**config.mk**
```make
export PLATFORM = sky130hd
export DESIGN_NAME = base_table
export DESIGN_NICKNAME = d
export VERILOG_FILES = /design/src/hw/bp_cfg_pkg.sv /design/src/hw/base_table.sv
export SDC_FILE = /design/constraint.sdc
export NUM_CORES = 1
export LEC_CHECK = 0
export BUFFER_PORTS_ARGS = -buffer_cell sky130_fd_sc_hd__buf_2
export CORE_MARGIN = 10
export CORE_UTILIZATION = 35
export CTS_BUF_LIST = sky130_fd_sc_hd__clkbuf_2
export DETAILED_ROUTE_END_ITERATION = 8
export GPL_TIMING_DRIVEN = 1
export PLACE_DENSITY = 0.62
export SLEW_MARGIN = 10
export SYNTH_ARGS = -nofsm -noshare
export SYNTH_HDL_FRONTEND = slang
export SYNTH_SLANG_ARGS = --single-unit
```
**constraint.sdc**
```tcl
create_clock -name clk -period 4.2 [get_ports clk]
set_input_delay 0.63 -clock clk [delete_from_list [all_inputs] [get_ports clk]]
set_output_delay 0.63 -clock clk [all_outputs]
set_load 0.02 [all_outputs]
```
**src/hw/bp_cfg_pkg.sv**
```systemverilog
// Sizing constants for the tage_lite predictor, imported by every RTL block
package bp_cfg_pkg;

    // Fetch address and global history
    localparam int PC_W    = 32;
    localparam int GHR_W   = 16;

    // History lengths seen by the two tagged tables
    localparam int T1_HIST = 5;
    localparam int T2_HIST = 15;

    // Tagged table geometry, 128 entries each
    localparam int TBL_IDX_W = 7;
    localparam int TAG_W     = 8;
    localparam int CTR_W     = 3;
    localparam int USE_W     = 2;

    // Bimodal base table, indexed straight from the low PC bits
    localparam int BASE_IDX_W = 8;
    localparam int BASE_CTR_W = 2;

    // Records kept while the outcome is pending
    localparam int BUF_DEPTH = 8;

endpackage
```
**src/hw/base_table.sv**
```systemverilog
// Bimodal base predictor of 2-bit saturating counters, indexed by the low PC bits
`timescale 1ns/1ps

module base_table
    import bp_cfg_pkg::*;
(
    input  logic                  clk,
    input  logic                  rst_n,
    input  logic [PC_W-1:0]       pc_i,
    output logic                  pred_o,
    input  logic                  upd_valid_i,
    input  logic [BASE_IDX_W-1:0] upd_index_i,
    input  logic                  inc_i
);

    logic [BASE_CTR_W-1:0] ctr_mem [2**BASE_IDX_W];
    logic [BASE_CTR_W-1:0] upd_cur;
    logic [BASE_CTR_W-1:0] upd_nxt;

    // Direction is the counter MSB
    assign pred_o = ctr_mem[pc_i[BASE_IDX_W-1:0]][BASE_CTR_W-1];

    // Saturating step toward the outcome
    assign upd_cur = ctr_mem[upd_index_i];
    always_comb begin
        upd_nxt = upd_cur;
        if (inc_i && upd_cur != '1) begin
            upd_nxt = upd_cur + 1'b1;
        end else if (!inc_i && upd_cur != '0) begin
            upd_nxt = upd_cur - 1'b1;
        end
    end

    always_ff @(posedge clk or negedge rst_n) begin
        if (!rst_n) begin
            // Weakly taken
            for (int i = 0; i < 2**BASE_IDX_W; i++) begin
                ctr_mem[i] <= {1'b1, {(BASE_CTR_W-1){1'b0}}};
            end
        end else if (upd_valid_i) begin
            ctr_mem[upd_index_i] <= upd_nxt;
        end
    end

endmodule

```
==> results of run 1 <==
power by group:
part | internal [uW] | leakage [uW] | switching, uW
Sequential | 5400 | 0.00617 | 218
Clock | 1590 | 0.00101 | 2190
Combinational | 853 | 0.00582 | 1180
Total | 7840 | 0.0130 | 3590
cell families after synthesis:
kind of cell | count (synthesis) | share of synthesized area, %
flops | 512 | 47.9
simple gates | 645 | 9.41
fa+ha+maj | 2 | 0.0912
buf+inv | 193 | 4.67
mux | 526 | 28.4
compound gates | 350 | 9.59
synthesized netlist by cell type (2+ instances only):
| master | instances |
|---|---|
| mux2_2 | 262 |
| nand3b_1 | 2 |
| o31ai_1 | 257 |
| clkbuf_1 | 69 |
| dfrtp_1 | 256 |
| nand2b_1 | 9 |
| nor2_1 | 31 |
| nor2b_1 | 14 |
| buf_2 | 26 |
| a31oi_1 | 4 |
| a22oi_1 | 38 |
| dfstp_2 | 256 |
| o221ai_1 | 3 |
| and3_1 | 3 |
| buf_1 | 14 |
| o2111ai_1 | 4 |
| a211oi_1 | 4 |
| nand2_1 | 540 |
| inv_1 | 5 |
| a22o_1 | 2 |
| nand3_1 | 23 |
| mux4_2 | 175 |
| a21oi_1 | 10 |
| o32a_1 | 2 |
| o21ai_0 | 7 |
| or2_2 | 2 |
| and2_1 | 2 |
| ha_1 | 2 |
| nor4b_1 | 2 |
| buf_8 | 2 |
| mux2i_1 | 89 |
| a221oi_1 | 5 |
| nor3_1 | 12 |
| buf_4 | 20 |
| buf_6 | 57 |
timing repair:
item | in CTS | in global routing
setup endpoints to repair | 1 | 1
endpoints found under the hold margin | 201 | 0
setup buffers | 3 | 0
resized for setup | 2 | 0
cloned | 0 | 0
hold buffers | 10 | 0
final timing paths:
kind                           startpoint      endpoint  slack, ns  cells past startpoint
max                           ctr_mem[43]        pred_o      -0.40                      5
min                        upd_index_i[5]  ctr_mem[276]       0.16                      6
max reg2reg                  ctr_mem[458]  ctr_mem[440]       0.19                     13
min reg2reg                  ctr_mem[504]  ctr_mem[504]       0.48                      2
max in group asynchronous           rst_n   ctr_mem[35]       2.49                      4
min in group asynchronous           rst_n  ctr_mem[276]       0.52                      3
routing by layer:
metal | up-vias | GRT usage (%) | routed length (microns)
li1 | 8794 | - | -
met5 | - | 0 | 28
met2 | 886 | 30.4 | 41100
met3 | 198 | 5.20 | 7180
met4 | 4 | 8.54 | 3200
met1 | 10407 | 24.1 | 35100
per-stage QoR:
step | hold slack (ns) | worst slack, ns | total power [uW]
floorplan | 0.334 | 0.00659 | 6950
global placement | 0.454 | -0.302 | 7620
detailed placement | 0.461 | -0.362 | 7710
CTS | 0.00285 | -0.569 | 11500
global route | 0.0780 | -0.549 | 12000
finish | 0.156 | -0.402 | 11400
area by class of cell:
cell class	instances	area, sq um
inverter	5	18.8
timing repair buffer	243	2400
multi-input combinational	1523	13100
sequential	512	13100
tap	1040	1300
clock inverter	36	262
antenna	7	17.5
clock buffer	212	1060
fill	7396	46300
tightest hold or removal path: cells and delay by family:
| family | cells | cell delay, ns |
|---|---|---|
| simple gates | 3 | 0.42 |
| buf+inv | 2 | 0.33 |
| compound gates | 1 | 0.07 |
==> impl_metrics.ini, run 1 <==
[sta]
fmax_mhz = 217
fin_setup_tns_ns = -0.402
period_minus_slack_ns = 4.60
max_slew.worst_pin.slew_ns = 1.15
final.setup_skew_ns = 0.110
final-setup-viol-count = 1
relSlewSlack_pct = 23.3
timing.final.crit_share_pct = 110
finalHoldViolCount = 0
worst_slack_ns = -0.402
grt_setup_unrepaired = yes
finalMaxSlewViolations = 0

[synth]
async_flop_share_pct = 100
synthCells = 2228
synth_area_sq_um = 27400
synth_seq_cells = 512
synth_ff_type = dfstp_2
seq_area_frac_synth_pct = 47.9
synth_largest_area_cell = dfstp_2
ys_types = 54
synth_area_leaders = dfstp_2, dfrtp_1, mux4_2
yosys_warnings = 0
postSynthAreaPerCell_sq_um = 12.3
synth_top_area_share_pct = 24.5
synth_edf_count = 0
syn_nets = 2274

[clocking]
clockBufferDepth = 3
cts_buffers = 135
cts_sinks = 512
root_buffer = clkbuf_2
clk_latency_ns = 1.33
path_clk_slew_ns = 0.11
htreeDepth = 4
cts_tree = yes

[placed_design]
dp_hpwl_mm = 58.6
place_area_sq_um = 29800
place_inst = 3310
placement.io_buffers = 20
gp_congestion = 0.943

[pwr]
p_leak_uw = 0.0130
ir_drop_mv = 0.227
pwr_density_cell_nw_per_um2 = 365

[floorplanning]
dieArea_sq_um = 90000
row_count = 102
initial_core_util_pct = 35.4
pin_count = 45
core_area_sq_um = 77600
die_h_microns = 300
die_w_microns = 300

[worst_setup_path]
worstPathCellList = mux4_2, mux4_2, mux4_2, mux4_2, buf_6
arrival_ns = 3.97
crit_type = reg2out
end_kind = primary output
crit_fanout = 3
cp.required_ns = 3.57
critPathMaxStageDelay_ns = 0.55
crit_top_cell = mux4_2
slowest_stage = mux4_2
worst-path-buf-inv = 1
critPathTopFamily = multiplexers
crit_path_start_kind = flop

[route]
wl_mm = 86.6
drcViolationCount = 0
drtPass1Iterations = 7
ant_nets = 0
drtIter0Drc = 1652
routedWlPerCell_microns = 24.2
viasPerCell = 5.67
num_vias = 20289

[grt]
grt_max_degree = 101
grt_overflow = 0
grt_pass1_vias = 21250
grt_util_all_layers_pct = 19.1
antenna_found_initial = 4
grt_pass1_wl_mm = 131

[final_layout]
largest_registers = ctr_mem x512
layout_commonest_cell = nand2_1
finalNonFillerCells = 3578
layout-drive-gt1-share_pct = 46.9
largest_register = ctr_mem
synthToLayoutAreaGrowth_pct = 14.1
final_cell_mix = nand2_1, mux2_2, o31ai_1
utilization_pct = 40.3
design_area_sq_um = 31300
fin_nets = 2466
largest_register_ffs = 512

[min_path]
holdCritPathClass = in2reg

[run_status]
violations = setup timing
outcome = finished with violations

[flow_run]
maxCapViolCount = 0
No activity file was read; power rests on OpenSTA's default activity.
==> inputs of run 2 (changes only) <==
--- a/config.mk
+++ b/config.mk
@@ -6,8 +6,8 @@
 export NUM_CORES = 1
 export LEC_CHECK = 0
 export BUFFER_PORTS_ARGS = -buffer_cell sky130_fd_sc_hd__buf_2
-export CORE_MARGIN = 10
-export CORE_UTILIZATION = 35
+export CORE_MARGIN = 5
+export CORE_UTILIZATION = 40
 export CTS_BUF_LIST = sky130_fd_sc_hd__clkbuf_2
 export DETAILED_ROUTE_END_ITERATION = 8
 export GPL_TIMING_DRIVEN = 1
==> run 2 against run 1 <==
  * The flow still finishes with violations (setup timing)
  * Via count hardly changed
  * Hold slack better by 0.042 ns
  * Sequential share of layout area is 0.13 points higher
  * Non-clock buffer count is 9 lower
  * Clock skew is 0.023 ns lower
  * Cell count is 4.2% lower
  * Design area is 0.31% lower
  * Clock-buffer cell count is 22 higher
  * Worst setup slack worse by 0.035 ns
  * Register-to-register slack better by 0.14 ns
  * Critical path type unchanged
  * Largest cell class unchanged
==> impl_metrics.ini, run 2 (synthesis gave the netlist of run 1 again) <==
[worst_setup_path]
r2r-end = ctr_mem[446]
reg2reg_from = ctr_mem[458]
r2r_slack_ns = 0.33
setup.worst_path.end = pred_o
crit_path_start_kind = flop
cp.required_ns = 3.57
end_kind = primary output
crit_fanout = 2
arrival_ns = 4.01
crit_type = reg2out
startpoint = ctr_mem[41]
reg2regPathDepth = 13

[min_path]
holdCritPathClass = in2reg

[grt]
grt_max_degree = 88
grt_pass1_wl_mm = 131
grt_overflow = 0
grt_pass1_vias = 21161
grt_util_all_layers_pct = 23.1
antenna_found_initial = 3

[final_layout]
fin_nets = 2465
largest_register = ctr_mem
largest_registers = ctr_mem x512
filler_cell_count = 6172
layout_commonest_cell = nand2_1
largest_register_ffs = 512
synthToLayoutAreaGrowth_pct = 13.7
layout-drive-gt1-share_pct = 47.0
final_cell_mix = nand2_1, mux2_2, o31ai_1
utilization_pct = 45.7

[clocking]
cts_buffers = 143
root_buffer = clkbuf_2
cts_tree = yes
clockBufferDepth = 3
path_clk_slew_ns = 0.10
cts_sinks = 512
clk_latency_ns = 1.35
htreeDepth = 4

[pwr]
fin_total_pwr_uw = 11700
p_leak_uw = 0.0131
switching_share_pct = 31.0
seq_power_share_pct = 48.1
p_int_uw = 8070
pwr_density_cell_nw_per_um2 = 375
p_clk_share_pct = 34.7
ir_drop_mv = 0.204
p_switching_uw = 3620
combPwrFrac_pct = 17.2

[route]
routedWlPerCell_microns = 24.9
num_vias = 20280
drcViolationCount = 0
ant_nets = 0
viasPerCell = 5.91
drtPass1Iterations = 6
drtIter0Drc = 1749
wl_mm = 85.4

[floorplanning]
pin_count = 45
row_count = 96
die_h_microns = 272
die_w_microns = 272
core_area_sq_um = 68300
initial_core_util_pct = 40.1
dieArea_sq_um = 73900

[run_status]
violations = setup timing
outcome = finished with violations

[sta]
final-setup-viol-count = 1
finalMaxSlewViolations = 0
fin_setup_tns_ns = -0.437
hold_ws_ns = 0.198
finalHoldViolCount = 0
final.setup_skew_ns = 0.0868
timing.final.crit_share_pct = 110
worst_slack_ns = -0.437
period_minus_slack_ns = 4.64
relSlewSlack_pct = 38.1
grt_setup_unrepaired = yes
max_slew.worst_pin.slew_ns = 0.924
fmax_mhz = 216

[placed_design]
placement.io_buffers = 20
dp_hpwl_mm = 56.9
gp_congestion = 0.912

[flow_run]
maxCapViolCount = 0
-- run 2: cell types whose count changed in the layout (fill, tap and decap cells not counted), sizes merged --
| cell | previous run | this run |
|---|---|---|
| buf | 234 | 223 |
| bufinv | 4 | 6 |
| clkbuf | 212 | 234 |
| clkinv | 25 | 20 |
| clkinvlp | 2 | 1 |
| diode | 7 | 8 |
| dlygate4sd3 | 9 | 11 |
| inv | 10 | 9 |
-- run 2: layout make-up --
type,instances,area (sq um),area share (%)
well taps,882,1100,3.54
diodes,8,20.0,0.0642
clock buffers,234,1170,3.75
clock inverters,31,282,0.902
flip-flops and latches,512,13100,42.1
inverters,5,18.8,0.0602
repair buffers,234,2370,7.59
multi-input cells,1523,13100,42.0
-- run 2: power by group through the flow --
stage               registers [uW]  clock network (uW)  logic, uW
floorplan                     5620                   0       1330
global placement              5680                   0       1950
detailed placement            5700                   0       1990
CTS                           5620                4160       2010
global route                  5670                4480       2150
finish                        5620                4050       2020
-- run 2: per-layer routing --
layer  global-route usage (%)  vias to the layer above  part of all wire (%)
li1                         -                     8817                     -
met3                     5.61                      214                   8.3
met1                     30.7                    10389                    41
met4                     11.9                        2                   4.6
met5                        0                        -                 0.013
met2                     35.5                      858                    46
-- run 2: how the worst min path moves through the flow --
stage	from	to	cells past startpoint	slack, ns
after floorplan	rst_n	ctr_mem[0]	0	0.33
after global placement	ctr_mem[474]	ctr_mem[474]	2	0.45
after detailed placement	ctr_mem[12]	ctr_mem[12]	2	0.46
after CTS	upd_index_i[2]	ctr_mem[36]	5	0.04
after global routing	upd_index_i[2]	ctr_mem[256]	5	0.1
final	upd_index_i[2]	ctr_mem[260]	5	0.20
-- run 2: critical path, cell delays in order, from the launching register on --
cell and delay (ns):
dfstp_2 0.38, mux4_2 0.50, mux4_2 0.54, mux4_2 0.56, mux4_2 0.53, buf_6 0.15
-- run 2: metrics by stage --
step	cell area [sq um]	setup WS, ns	cells
after floorplan	27400	0.00659	2228
after CTS	31200	-0.545	3420
after global placement	29600	-0.260	3141
after detailed placement	29600	-0.343	3141
after global routing	31200	-0.567	3429
final	31200	-0.437	3429
-- run 2: repair_timing --
action	CTS	global route
hold endpoints to repair	275	0
hold buffers	12	0
gates resized for setup	2	0
setup buffers	2	1
setup endpoints to repair	1	1
==> inputs of run 3 (changes only) <==
--- a/config.mk
+++ b/config.mk
@@ -6,6 +6,7 @@
 export NUM_CORES = 1
 export LEC_CHECK = 0
 export BUFFER_PORTS_ARGS = -buffer_cell sky130_fd_sc_hd__buf_2
+export CORE_ASPECT_RATIO = 1.75
 export CORE_MARGIN = 5
 export CORE_UTILIZATION = 40
 export CTS_BUF_LIST = sky130_fd_sc_hd__clkbuf_2
==> run 3 against run 2 <==
  * The run still ends with setup timing left
  * Clock skew is 0.0011 ns higher
  * Register-to-register slack worse by 0.14 ns
  * First-iteration DRC count is 18% lower
  * Sequential power hardly changed
  * Fmax is 2.0% higher
  * Sequential share of layout area is 0.14 points higher
  * Combinational power is 2% higher
  * Clock power is 17% lower
  * Sequential cell count stayed put
  * Clock-buffer cell count is 53 lower
  * Power is 5.4% lower
  * Hold slack better by 0.081 ns
  * Largest power group unchanged
  * Highest routed layer is now met4
==> impl_metrics.ini, run 3 (synthesis gave the netlist of run 1 again) <==
[run_status]
outcome = finished with violations
violations = setup timing

[worst_setup_path]
arrival_ns = 3.91
r2r-end = ctr_mem[60]
crit_fanout = 2
reg2reg_from = ctr_mem[456]
end_kind = primary output
reg2regPathDepth = 13
setup.worst_path.end = pred_o
r2r_slack_ns = 0.19
crit_path_start_kind = flop
cp.required_ns = 3.57
startpoint = ctr_mem[21]
crit_type = reg2out

[sta]
fmax_mhz = 220
hold_ws_ns = 0.279
final.setup_skew_ns = 0.0878
finalHoldViolCount = 0
finalMaxSlewViolations = 0
period_minus_slack_ns = 4.54
worst_slack_ns = -0.344
max_slew.worst_pin.slew_ns = 0.830
timing.final.crit_share_pct = 108
final-setup-viol-count = 1
relSlewSlack_pct = 44.6
grt_setup_unrepaired = yes

[route]
wl_mm = 88.0
drtIter0Drc = 1434
routed-wl-met2_mm = 44.3
topRoutingLayerUsed = met4
drcViolationCount = 0
drtPass1Iterations = 5
viasPerCell = 5.89
wl_met3_mm = 5.10
ant_nets = 0
routedWlPerCell_microns = 25.7
num_vias = 20188
wl_met1_mm = 30.4

[flow_run]
maxCapViolCount = 0

[pwr]
seq_power_share_pct = 50.8
combPwrFrac_pct = 18.7
ir_drop_mv = 0.165
switching_share_pct = 31.4
p_int_uw = 7590
p_switching_uw = 3470
pwr_density_cell_nw_per_um2 = 356
p_clk_share_pct = 30.5
p_leak_uw = 0.0129

[floorplanning]
dieArea_sq_um = 74100
row_count = 127
core_area_sq_um = 68300
die_w_microns = 208
pin_count = 45
initial_core_util_pct = 40.2
die_h_microns = 356

[clocking]
cts_buffers = 113
cts_tree = yes
clockBufferDepth = 3
root_buffer = clkbuf_2
path_clk_slew_ns = 0.13
htreeDepth = 3
cts_sinks = 512
clk_latency_ns = 1.27

[final_layout]
synthToLayoutAreaGrowth_pct = 13.3
largest_register_ffs = 512
filler_cell_count = 6297
largest_register = ctr_mem
layout-drive-gt1-share_pct = 46.6
final_cell_mix = nand2_1, mux2_2, o31ai_1, dfrtp_1, dfstp_2
largest_registers = ctr_mem x512
fin_nets = 2467
layout_commonest_cell = nand2_1
utilization_pct = 45.5

[placed_design]
gp_congestion = 0.913
placement.io_buffers = 20
dp_hpwl_mm = 61.0

[min_path]
holdCritPathClass = in2reg

[grt]
antenna_found_initial = 2
grt_max_degree = 84
grt_overflow = 0
grt_pass1_vias = 21746
grt_util_all_layers_pct = 23.8
grt_pass1_wl_mm = 134
-- run 3: cell count changes in the layout (fill, tap and decap cells not counted), sizes merged --
| cell | previous run | this run |
|---|---|---|
| buf | 223 | 256 |
| and3 | 3 | 4 |
| bufinv | 6 | 3 |
| diode | 8 | 3 |
| dlygate4sd3 | 11 | 9 |
| clkinvlp | 1 | 0 |
| clkinv | 20 | 27 |
| clkbuf | 234 | 181 |
| inv | 9 | 8 |
-- run 3: per-layer routing --
metal  track usage [%]  up-vias
met5                 0        -
met4              18.0        0
met3              4.61      299
met2              40.6      800
met1              26.1    10290
li1                  -     8799
-- run 3: area by class of cell --
cell class              count  area, sq um  area share [%]
multi-input cells        1524        13100            42.2
flip-flops and latches    512        13100            42.2
repair buffers            265         2560            8.22
well taps                 903         1130            3.63
clock buffers             181          906            2.91
clock inverters            33          206           0.664
inverters                   5         18.8          0.0604
diodes                      3         7.51          0.0241
-- run 3: stage by stage --
step / TNS, ns / power, uW / instances / area, sq um / setup slack [ns]
CTS: -0.518 / 11200 / 3420 / 31000 / -0.518
finish: -0.344 / 11100 / 3426 / 31100 / -0.344
global route: -0.486 / 11600 / 3426 / 31100 / -0.486
floorplan: 0 / 6950 / 2228 / 27400 / 0.00659
global placement: -221.20 / 7650 / 3195 / 29800 / -0.528
detailed placement: -226.49 / 7740 / 3195 / 29800 / -0.592
-- run 3: power by group through the flow --
stage / clock network, uW / logic (uW) / registers [uW]
2_1_floorplan: 0 / 1330 / 5620
3_3_place_gp: 0 / 1980 / 5670
3_5_place_dp: 0 / 2030 / 5710
4_1_cts: 3500 / 2050 / 5620
5_1_grt: 3740 / 2200 / 5670
6_report: 3380 / 2060 / 5620
-- run 3: how the worst min path moves through the flow --
stage | startpoint | endpoint | slack (ns) | cells past startpoint
floorplan | rst_n | ctr_mem[0] | 0.33 | 0
global route | upd_index_i[3] | ctr_mem[118] | 0.16 | 5
finish | upd_index_i[3] | ctr_mem[118] | 0.28 | 5
global placement | ctr_mem[156] | ctr_mem[156] | 0.45 | 2
CTS | upd_index_i[3] | ctr_mem[118] | 0.06 | 5
detailed placement | ctr_mem[346] | ctr_mem[346] | 0.46 | 2
-- run 3: worst max-delay path, cell delays in order (launching register included) --
cell	delay [ns]
dfstp_2	0.39
mux4_2	0.50
mux4_2	0.55
mux4_2	0.54
mux4_2	0.53
buf_6	0.16
-- run 3: what timing repair did --
item                       4_1_cts  5_1_grt
setup buffers                    1        2
hold endpoints to repair       255        0
pin swaps                        0        1
hold buffers                    10        0
gates resized for setup          2        4
cloned                           0        1
setup endpoints to repair        1      274
