### config.mk
export PLATFORM = sky130hd
export DESIGN_NAME = tage_control_flat
export DESIGN_NICKNAME = d
export VERILOG_FILES = /design/src/hw/bp_cfg_pkg.sv /design/src/hw/bp_types_pkg.sv /design/src/hw/bp_table_if.sv /design/src/hw/tage_control.sv /design/src/hw/inflight_buffer.sv /design/src/flat_wrapper.sv
export SDC_FILE = /design/constraint.sdc
export NUM_CORES = 1
export LEC_CHECK = 0
export BUFFER_PORTS_ARGS = -buffer_cell sky130_fd_sc_hd__buf_2
export CORE_ASPECT_RATIO = 0.5
export CORE_MARGIN = 4
export CORE_UTILIZATION = 60
export CTS_BUF_LIST = sky130_fd_sc_hd__clkbuf_4 sky130_fd_sc_hd__clkbuf_8 sky130_fd_sc_hd__clkbuf_16
export CTS_CLUSTER_DIAMETER = 150
export CTS_CLUSTER_SIZE = 25
export DETAILED_ROUTE_END_ITERATION = 6
export PLACE_DENSITY = 0.8
export SYNTH_ARGS = -nofsm -noshare
export SYNTH_HDL_FRONTEND = slang
export SYNTH_SLANG_ARGS = --single-unit
### constraint.sdc
create_clock -name clk -period 8.1 [get_ports clk]
set_input_delay 1.62 -clock clk [delete_from_list [all_inputs] [get_ports clk]]
set_output_delay 1.62 -clock clk [all_outputs]
set_load 0.02 [all_outputs]
### src/hw/bp_cfg_pkg.sv
// Sizing constants for the tage_lite predictor, imported by every RTL block
package bp_cfg_pkg;

    // Fetch address and global history
    localparam int PC_W    = 32;
    localparam int GHR_W   = 16;

    // History lengths seen by the two tagged tables
    localparam int T1_HIST = 5;
    localparam int T2_HIST = 15;

    // Tagged table geometry, 128 entries each
    localparam int TBL_IDX_W = 7;
    localparam int TAG_W     = 8;
    localparam int CTR_W     = 3;
    localparam int USE_W     = 2;

    // Bimodal base table, indexed straight from the low PC bits
    localparam int BASE_IDX_W = 8;
    localparam int BASE_CTR_W = 2;

    // Records kept while the outcome is pending
    localparam int BUF_DEPTH = 8;

endpackage
### src/hw/bp_types_pkg.sv
// Table entry, lookup record and provider types shared by the control, buffer and tables
package bp_types_pkg;

    import bp_cfg_pkg::*;

    // One tagged table slot
    typedef struct packed {
        logic [CTR_W-1:0] ctr;
        logic [TAG_W-1:0] tag;
        logic [USE_W-1:0] useful;
    } tagged_entry_t;

    // Which component supplied the final prediction
    typedef enum logic [1:0] {
        PROV_BASE = 2'd0,
        PROV_T1   = 2'd1,
        PROV_T2   = 2'd2
    } provider_e;

    // Everything needed to train the tables once the outcome is known
    typedef struct packed {
        logic                 valid;
        logic [PC_W-1:0]      pc;
        logic [TBL_IDX_W-1:0] t1_index;
        logic [TAG_W-1:0]     t1_tag;
        logic [TBL_IDX_W-1:0] t2_index;
        logic [TAG_W-1:0]     t2_tag;
        provider_e            provider;
        logic                 prov_pred;
        logic                 alt_pred;
    } lookup_rec_t;

endpackage

### src/hw/bp_table_if.sv
// Update and useful-query channel from the TAGE control to one tagged table
`timescale 1ns/1ps

interface bp_table_if import bp_cfg_pkg::*; ();

    logic                 upd_valid;
    logic [TBL_IDX_W-1:0] upd_index;
    logic [TAG_W-1:0]     upd_tag;
    logic                 upd_ctr;
    logic                 inc_ctr;
    logic                 upd_useful;
    logic                 inc_useful;
    logic                 realloc;
    // Useful value at upd_index, read without a clock
    logic [USE_W-1:0]     upd_useful_q;

    modport ctrl (
        output upd_valid, upd_index, upd_tag, upd_ctr, inc_ctr,
        output upd_useful, inc_useful, realloc,
        input  upd_useful_q
    );

    modport tbl (
        input  upd_valid, upd_index, upd_tag, upd_ctr, inc_ctr,
        input  upd_useful, inc_useful, realloc,
        output upd_useful_q
    );

endinterface

### src/hw/tage_control.sv
// TAGE control with the global history, provider choice and the update and allocation policy
`timescale 1ns/1ps

module tage_control
    import bp_cfg_pkg::*;
    import bp_types_pkg::*;
(
    input  logic                  clk,
    input  logic                  rst_n,
    input  logic                  predict_valid_i,
    input  logic [PC_W-1:0]       pc_i,
    input  logic                  update_valid_i,
    input  logic [PC_W-1:0]       update_pc_i,
    input  logic                  update_taken_i,
    input  logic                  t1_hit_i,
    input  logic                  t1_pred_i,
    input  logic [TBL_IDX_W-1:0]  t1_index_i,
    input  logic [TAG_W-1:0]      t1_tag_i,
    input  logic                  t2_hit_i,
    input  logic                  t2_pred_i,
    input  logic [TBL_IDX_W-1:0]  t2_index_i,
    input  logic [TAG_W-1:0]      t2_tag_i,
    input  logic                  base_pred_i,
    bp_table_if.ctrl              t1,
    bp_table_if.ctrl              t2,
    output logic                  base_upd_valid_o,
    output logic [BASE_IDX_W-1:0] base_upd_index_o,
    output logic                  base_inc_o,
    output logic [GHR_W-1:0]      ghr_o,
    output logic                  taken_o,
    output provider_e             provider_o
);

    logic [GHR_W-1:0] ghr;
    provider_e        provider;
    logic             prov_pred;
    logic             alt_pred;
    lookup_rec_t      new_rec;
    lookup_rec_t      upd_rec;
    logic             upd_found;
    logic             upd_hit;
    logic             mispred;
    logic             useful_chg;

    // Longest hitting history provides and the next hitting one is the alternate
    always_comb begin
        provider  = PROV_BASE;
        prov_pred = base_pred_i;
        alt_pred  = base_pred_i;
        if (t2_hit_i) begin
            provider  = PROV_T2;
            prov_pred = t2_pred_i;
            alt_pred  = t1_hit_i ? t1_pred_i : base_pred_i;
        end else if (t1_hit_i) begin
            provider  = PROV_T1;
            prov_pred = t1_pred_i;
        end
    end

    assign taken_o    = prov_pred;
    assign provider_o = provider;
    assign ghr_o      = ghr;

    // Speculative history that is never repaired
    always_ff @(posedge clk or negedge rst_n) begin
        if (!rst_n) begin
            ghr <= '0;
        end else if (predict_valid_i) begin
            ghr <= {ghr[GHR_W-2:0], taken_o};
        end
    end

    always_comb begin
        new_rec.valid     = predict_valid_i;
        new_rec.pc        = pc_i;
        new_rec.t1_index  = t1_index_i;
        new_rec.t1_tag    = t1_tag_i;
        new_rec.t2_index  = t2_index_i;
        new_rec.t2_tag    = t2_tag_i;
        new_rec.provider  = provider;
        new_rec.prov_pred = prov_pred;
        new_rec.alt_pred  = alt_pred;
    end

    inflight_buffer u_buf (
        .clk         (clk),
        .rst_n       (rst_n),
        .push_i      (predict_valid_i),
        .rec_i       (new_rec),
        .lookup_pc_i (update_pc_i),
        .found_o     (upd_found),
        .rec_o       (upd_rec)
    );

    assign upd_hit    = update_valid_i && upd_found;
    assign mispred    = (upd_rec.prov_pred != update_taken_i);
    assign useful_chg = (upd_rec.prov_pred != upd_rec.alt_pred);

    // Base only trains when it was the provider
    assign base_upd_valid_o = upd_hit && (upd_rec.provider == PROV_BASE);
    assign base_upd_index_o = upd_rec.pc[BASE_IDX_W-1:0];
    assign base_inc_o       = update_taken_i;

    assign t1.upd_valid  = upd_hit;
    assign t1.upd_index  = upd_rec.t1_index;
    assign t1.upd_tag    = upd_rec.t1_tag;
    assign t1.upd_ctr    = upd_hit && (upd_rec.provider == PROV_T1);
    assign t1.inc_ctr    = update_taken_i;
    assign t1.upd_useful = upd_hit && (upd_rec.provider == PROV_T1) && useful_chg;
    assign t1.inc_useful = !mispred;
    assign t1.realloc    = upd_hit && mispred && (upd_rec.provider == PROV_BASE)
                           && (t1.upd_useful_q == '0);

    assign t2.upd_valid  = upd_hit;
    assign t2.upd_index  = upd_rec.t2_index;
    assign t2.upd_tag    = upd_rec.t2_tag;
    assign t2.upd_ctr    = upd_hit && (upd_rec.provider == PROV_T2);
    assign t2.inc_ctr    = update_taken_i;
    assign t2.upd_useful = upd_hit && (upd_rec.provider == PROV_T2) && useful_chg;
    assign t2.inc_useful = !mispred;
    // T2 takes the allocation when T1 is the provider or its entry is still useful
    assign t2.realloc    = upd_hit && mispred && (t2.upd_useful_q == '0)
                           && ((upd_rec.provider == PROV_T1)
                               || (upd_rec.provider == PROV_BASE && t1.upd_useful_q != '0));

    // One update allocates in at most one tagged table
    a_single_alloc: assert property (
        @(posedge clk) disable iff (!rst_n)
        !(t1.realloc && t2.realloc)
    );

endmodule

### src/hw/inflight_buffer.sv
// Shift buffer of prediction records, searched by PC when a branch outcome comes back
`timescale 1ns/1ps

module inflight_buffer
    import bp_cfg_pkg::*;
    import bp_types_pkg::*;
(
    input  logic            clk,
    input  logic            rst_n,
    input  logic            push_i,
    input  lookup_rec_t     rec_i,
    input  logic [PC_W-1:0] lookup_pc_i,
    output logic            found_o,
    output lookup_rec_t     rec_o
);

    // Slot 0 is the youngest record
    lookup_rec_t                    slots [BUF_DEPTH];
    logic [BUF_DEPTH-1:0]           match;
    logic [$clog2(BUF_DEPTH)-1:0]   sel;

    // Shifts every cycle so a record ages out after BUF_DEPTH edges
    always_ff @(posedge clk or negedge rst_n) begin
        if (!rst_n) begin
            for (int i = 0; i < BUF_DEPTH; i++) begin
                slots[i] <= '0;
            end
        end else begin
            slots[0]       <= rec_i;
            slots[0].valid <= push_i;
            for (int i = 1; i < BUF_DEPTH; i++) begin
                slots[i] <= slots[i-1];
            end
        end
    end

    always_comb begin
        for (int i = 0; i < BUF_DEPTH; i++) begin
            match[i] = slots[i].valid && (slots[i].pc == lookup_pc_i);
        end
    end

    // Lowest matching slot wins
    always_comb begin
        sel = '0;
        for (int i = BUF_DEPTH - 1; i >= 0; i--) begin
            if (match[i]) begin
                sel = i[$clog2(BUF_DEPTH)-1:0];
            end
        end
    end

    assign found_o = |match;
    assign rec_o   = slots[sel];

    a_found_is_live: assert property (
        @(posedge clk) disable iff (!rst_n)
        found_o |-> (rec_o.valid && rec_o.pc == lookup_pc_i)
    );

endmodule

### src/flat_wrapper.sv
// flat-port wrapper written by rule: the top's interface ports become plain ports
module tage_control_flat import bp_cfg_pkg::*; import bp_types_pkg::*;
  (clk, rst_n, predict_valid_i, pc_i, update_valid_i, update_pc_i, update_taken_i, t1_hit_i, t1_pred_i, t1_index_i, t1_tag_i, t2_hit_i, t2_pred_i, t2_index_i, t2_tag_i, base_pred_i, base_upd_valid_o, base_upd_index_o, base_inc_o, ghr_o, taken_o, provider_o, t1_upd_valid, t1_upd_index, t1_upd_tag, t1_upd_ctr, t1_inc_ctr, t1_upd_useful, t1_inc_useful, t1_realloc, t1_upd_useful_q, t2_upd_valid, t2_upd_index, t2_upd_tag, t2_upd_ctr, t2_inc_ctr, t2_upd_useful, t2_inc_useful, t2_realloc, t2_upd_useful_q);
  bp_table_if t1_i ();
  bp_table_if t2_i ();
  input  logic clk;
  input  logic rst_n;
  input  logic predict_valid_i;
  input  logic [PC_W-1:0] pc_i;
  input  logic update_valid_i;
  input  logic [PC_W-1:0] update_pc_i;
  input  logic update_taken_i;
  input  logic t1_hit_i;
  input  logic t1_pred_i;
  input  logic [TBL_IDX_W-1:0] t1_index_i;
  input  logic [TAG_W-1:0] t1_tag_i;
  input  logic t2_hit_i;
  input  logic t2_pred_i;
  input  logic [TBL_IDX_W-1:0] t2_index_i;
  input  logic [TAG_W-1:0] t2_tag_i;
  input  logic base_pred_i;
  output logic base_upd_valid_o;
  output logic [BASE_IDX_W-1:0] base_upd_index_o;
  output logic base_inc_o;
  output logic [GHR_W-1:0] ghr_o;
  output logic taken_o;
  output provider_e provider_o;
  output wire logic [$bits(t1_i.upd_valid)-1:0] t1_upd_valid;
  output wire logic [$bits(t1_i.upd_index)-1:0] t1_upd_index;
  output wire logic [$bits(t1_i.upd_tag)-1:0] t1_upd_tag;
  output wire logic [$bits(t1_i.upd_ctr)-1:0] t1_upd_ctr;
  output wire logic [$bits(t1_i.inc_ctr)-1:0] t1_inc_ctr;
  output wire logic [$bits(t1_i.upd_useful)-1:0] t1_upd_useful;
  output wire logic [$bits(t1_i.inc_useful)-1:0] t1_inc_useful;
  output wire logic [$bits(t1_i.realloc)-1:0] t1_realloc;
  input wire logic [$bits(t1_i.upd_useful_q)-1:0] t1_upd_useful_q;
  output wire logic [$bits(t2_i.upd_valid)-1:0] t2_upd_valid;
  output wire logic [$bits(t2_i.upd_index)-1:0] t2_upd_index;
  output wire logic [$bits(t2_i.upd_tag)-1:0] t2_upd_tag;
  output wire logic [$bits(t2_i.upd_ctr)-1:0] t2_upd_ctr;
  output wire logic [$bits(t2_i.inc_ctr)-1:0] t2_inc_ctr;
  output wire logic [$bits(t2_i.upd_useful)-1:0] t2_upd_useful;
  output wire logic [$bits(t2_i.inc_useful)-1:0] t2_inc_useful;
  output wire logic [$bits(t2_i.realloc)-1:0] t2_realloc;
  input wire logic [$bits(t2_i.upd_useful_q)-1:0] t2_upd_useful_q;
  assign t1_upd_valid = t1_i.upd_valid;
  assign t1_upd_index = t1_i.upd_index;
  assign t1_upd_tag = t1_i.upd_tag;
  assign t1_upd_ctr = t1_i.upd_ctr;
  assign t1_inc_ctr = t1_i.inc_ctr;
  assign t1_upd_useful = t1_i.upd_useful;
  assign t1_inc_useful = t1_i.inc_useful;
  assign t1_realloc = t1_i.realloc;
  assign t1_i.upd_useful_q = t1_upd_useful_q;
  assign t2_upd_valid = t2_i.upd_valid;
  assign t2_upd_index = t2_i.upd_index;
  assign t2_upd_tag = t2_i.upd_tag;
  assign t2_upd_ctr = t2_i.upd_ctr;
  assign t2_inc_ctr = t2_i.inc_ctr;
  assign t2_upd_useful = t2_i.upd_useful;
  assign t2_inc_useful = t2_i.inc_useful;
  assign t2_realloc = t2_i.realloc;
  assign t2_i.upd_useful_q = t2_upd_useful_q;
  tage_control u_core (.clk(clk), .rst_n(rst_n), .predict_valid_i(predict_valid_i), .pc_i(pc_i), .update_valid_i(update_valid_i), .update_pc_i(update_pc_i), .update_taken_i(update_taken_i), .t1_hit_i(t1_hit_i), .t1_pred_i(t1_pred_i), .t1_index_i(t1_index_i), .t1_tag_i(t1_tag_i), .t2_hit_i(t2_hit_i), .t2_pred_i(t2_pred_i), .t2_index_i(t2_index_i), .t2_tag_i(t2_tag_i), .base_pred_i(base_pred_i), .t1(t1_i), .t2(t2_i), .base_upd_valid_o(base_upd_valid_o), .base_upd_index_o(base_upd_index_o), .base_inc_o(base_inc_o), .ghr_o(ghr_o), .taken_o(taken_o), .provider_o(provider_o));
endmodule
==> flow_metrics.env <==
export IMPL_cts_buffer_depth=3
export IMPL_viasPerCell=5.91
export IMPL_finClkSkew_ns=0.0228
export IMPL_clock_fmax_mhz=139
export IMPL_switchingPower_w=0.00134
export IMPL_globalplace_congestion=0.924
export IMPL_worst_pin_slew_ns=1.14
export IMPL_grt_pass1_vias=13330
export IMPL_dpl_hpwl_um=42200
export IMPL_cpMaxStageDelayCell="nor4_1"
export IMPL_core_area_mm2=0.0348
export IMPL_yosys_area_top_type="dfrtp_1"
export IMPL_finalCritPeriodShare=0.885
export IMPL_m1WireLength_um=25200
export IMPL_ys_async_sr_fraction=1.00
export IMPL_finalSetupViolCount=0
export IMPL_post_cts_repair_setup_buffers=0
export IMPL_post_synth_cell_area_avg_um2=14.5
export IMPL_ys_ff_latch=552
export IMPL_die_x_um=275
export IMPL_whs_path_depth=0
export IMPL_path_depth=13
export IMPL_wl_met2_um=25800
export IMPL_synth_top_area_frac=0.646
export IMPL_synth_top_cells_by_area="dfrtp_1 (65%), mux2i_1 (11%), xor2_1 (7.3%)"
export IMPL_cellPowerDensity_mw_per_mm2=216
export IMPL_rr_endpoint="u_core.ghr_o[7]"
export IMPL_final_core_util=0.671
export IMPL_end_kind="output port"
export IMPL_row_count=48
export IMPL_netlist_instances=1471
export IMPL_die_h_um=141
export IMPL_setup_slack_ns=0.930
export IMPL_yosysWarnings=0
export IMPL_fillers=2384
export IMPL_clock_latency_ns=0.58
export IMPL_min_path_type="reg2reg"
export IMPL_p_clk_frac=0.283
export IMPL_internal_power_w=0.00370
export IMPL_hold_start="u_core.u_buf.slots[271]"
export IMPL_fin_tns_setup_ns=0
export IMPL_max_stage_delay_ns=0.63
export IMPL_areaGrowthSynthToFinish_pct=9.21
export IMPL_wl_per_cell_um=26.6
export IMPL_postSynth_topFlopCell="dfrtp_1"
export IMPL_drive_above_1_share=0.177
export IMPL_slew_headroom=0.240
export IMPL_whs_endpoint="u_core.u_buf.slots[204]"
export IMPL_cts_tree="built"
export IMPL_grt_antenna_before_repair=5
export IMPL_drc_errors=0
export IMPL_critical_path_class="in2out"
export IMPL_hold_buffers=0
export IMPL_rsz0062_at_grt="false"
export IMPL_synth_fp_nets=1579
export IMPL_io_pins=179
export IMPL_synth_edf_count=0
export IMPL_cts_made_buffers=26
export IMPL_irDropWorstVdd_uv=152
export IMPL_synthDistinctLibCells=55
export IMPL_clk_pin_slew_ns=0.09
export IMPL_path_buf_inv=4
export IMPL_ys_seq_area_frac=0.646
export IMPL_p_seq_frac=0.605
export IMPL_max_cap_violations=0
export IMPL_status="finished clean"
export IMPL_fin_nets=1725
export IMPL_hold_viol_final=0
export IMPL_wl_met3_um=3250
export IMPL_gr_usage_all_layers=0.291
export IMPL_grt_pass1_wl_um=84000
export IMPL_swShare=0.266
export IMPL_htreeDepth=1
export IMPL_initial_core_util=0.615
export IMPL_design_area_mm2=0.0233
export IMPL_via_count=12384
export IMPL_drv_slew=0
export IMPL_power_frac_comb=0.112
export IMPL_wl_um=55700
export IMPL_p_total_w=0.00504
export IMPL_mappedNetlistArea_mm2=0.0214
export IMPL_place_ws_ns=1.02
export IMPL_grt_max_degree=201
export IMPL_clk_root_buffer_cell="clkbuf_16"
export IMPL_dieArea_mm2=0.0389
export IMPL_ant_nets=0
export IMPL_path_delay_family="simple AND/OR/NAND/NOR gates"
export IMPL_cts_num_sinks=552
export IMPL_first_iter_violations=1010
export IMPL_leakage_nw=9.67
export IMPL_port_buffer_count=178
export IMPL_highest_layer="met5"
export IMPL_start_kind="input port"
export IMPL_post_cts_resized=0
export IMPL_cp_cell_sequence="buf_2 > xor2_1 > nor4_1 > nand4_1 > nor4_1 > nor2_1 > a21oi_4 > buf_12 > buf_12 > mux2i_1 > mux2i_1 > mux2_2 > buf_2"
export IMPL_worstPathRequired_ns=6.48
export IMPL_cp_max_fo=46
export IMPL_place_area_mm2=0.0226
export IMPL_first_pass_iters=5
export IMPL_crit_arrival_ns=5.55
export IMPL_worstReg2RegStart="u_core.ghr_o[7]"
export IMPL_ff2ff_path_depth=1
export IMPL_layout_min_cycle_time_ns=7.17
export IMPL_grt_overflow_total=0
export IMPL_rrSetupSlack_ns=7.29
[synthesized netlist by cell type, types with 2 or more instances]
cell and count:
nor2b_1 2, nand3_1 27, nor4b_1 5, xor2_1 178, nand3b_1 2, a21oi_1 5
nor3_1 17, nor4_1 77, or4_1 2, inv_1 8, dfrtp_1 552, nand2_1 17
buf_6 8, o21ai_0 11, and4_1 4, xnor2_1 84, o211ai_1 3, mux2i_1 243
buf_4 7, mux2_2 57, clkbuf_1 5, or3_1 6, nor2_1 16, nand4b_1 7
buf_1 2, nand4_1 46, nand2b_1 4, buf_2 49
[layout make-up]
class                      count  area, um^2  area share
sequential                   552       13800       0.592
multi-input combinational    839        7110       0.305
timing repair buffer         190        1090      0.0467
clock buffer                  26         651      0.0279
tap                          475         594      0.0255
clock inverter                 2        46.3     0.00198
inverter                       8        30.0     0.00129
antenna                        3        7.51    0.000322
[state kept, by name, summed over array words and instances (netlist names)]
| signal | cells |
|---|---|
| u_core.u_buf.slots | 536 |
| u_core.ghr_o | 16 |
[worst max path at each step]
| stage | from | end |
|---|---|---|
| floorplan | update_pc_i[31] | t2_upd_useful |
| global placement | update_pc_i[9] | t2_realloc |
| detailed placement | update_pc_i[9] | t1_upd_index[6] |
| CTS | update_pc_i[9] | t2_upd_index[4] |
| global route | update_pc_i[9] | t2_realloc |
| finish | update_pc_i[9] | t1_upd_tag[4] |
[cells by family (layout without fill, tap and decap cells)]
| logic type | after synthesis | after routing | synth area share |
|---|---|---|---|
| flip-flops | 552 | 552 | 0.646 |
| multiplexers | 302 | 302 | 0.145 |
| XOR/XNOR | 262 | 262 | 0.107 |
| AND/OR/NAND/NOR | 243 | 243 | 0.0692 |
| buffers and inverters | 80 | 226 | 0.0217 |
| AO/OA/AOI/OAI | 32 | 32 | 0.0104 |
| other | 0 | 3 | 0 |
[layer usage]
metal	GRT usage	vias to the layer above
met5	0	-
met4	0.0657	6
met3	0.0654	90
met2	0.463	360
met1	0.419	6498
li1	-	5430
[stage by stage]
step	hold WS [ns]	std cells
CTS	0.380	2092
finish	0.379	2095
global placement	0.356	2064
global route	0.385	2094
detailed placement	0.358	2064
floorplan	0.347	1471
[cell usage in the layout (no fill, tap or decap), types with 3 or more instances in the layout]
cell / count
nor2_1: 16
nand4b_1: 7
xor2_1: 178
inv_1: 8
nor4b_1: 5
clkbuf_16: 26
buf_12: 8
xnor2_1: 84
mux2_2: 57
nand2_1: 17
dfrtp_1: 552
o211ai_1: 3
and4_1: 4
nor4_1: 77
nand3_1: 27
buf_4: 4
a21oi_1: 4
mux2i_1: 243
nand4_1: 46
diode_2: 3
buf_2: 177
or3_1: 6
nor3_1: 17
nand2b_1: 4
o21ai_0: 11
[power by group through the flow]
stage               registers (W)  clock network, W  logic (W)
finish                    0.00305           0.00143   0.000565
floorplan                 0.00310                 0   0.000273
global placement          0.00308                 0   0.000556
global route              0.00307           0.00156   0.000608
CTS                       0.00305           0.00146   0.000567
detailed placement        0.00310                 0   0.000564
(Power assumes the default switching activity.)
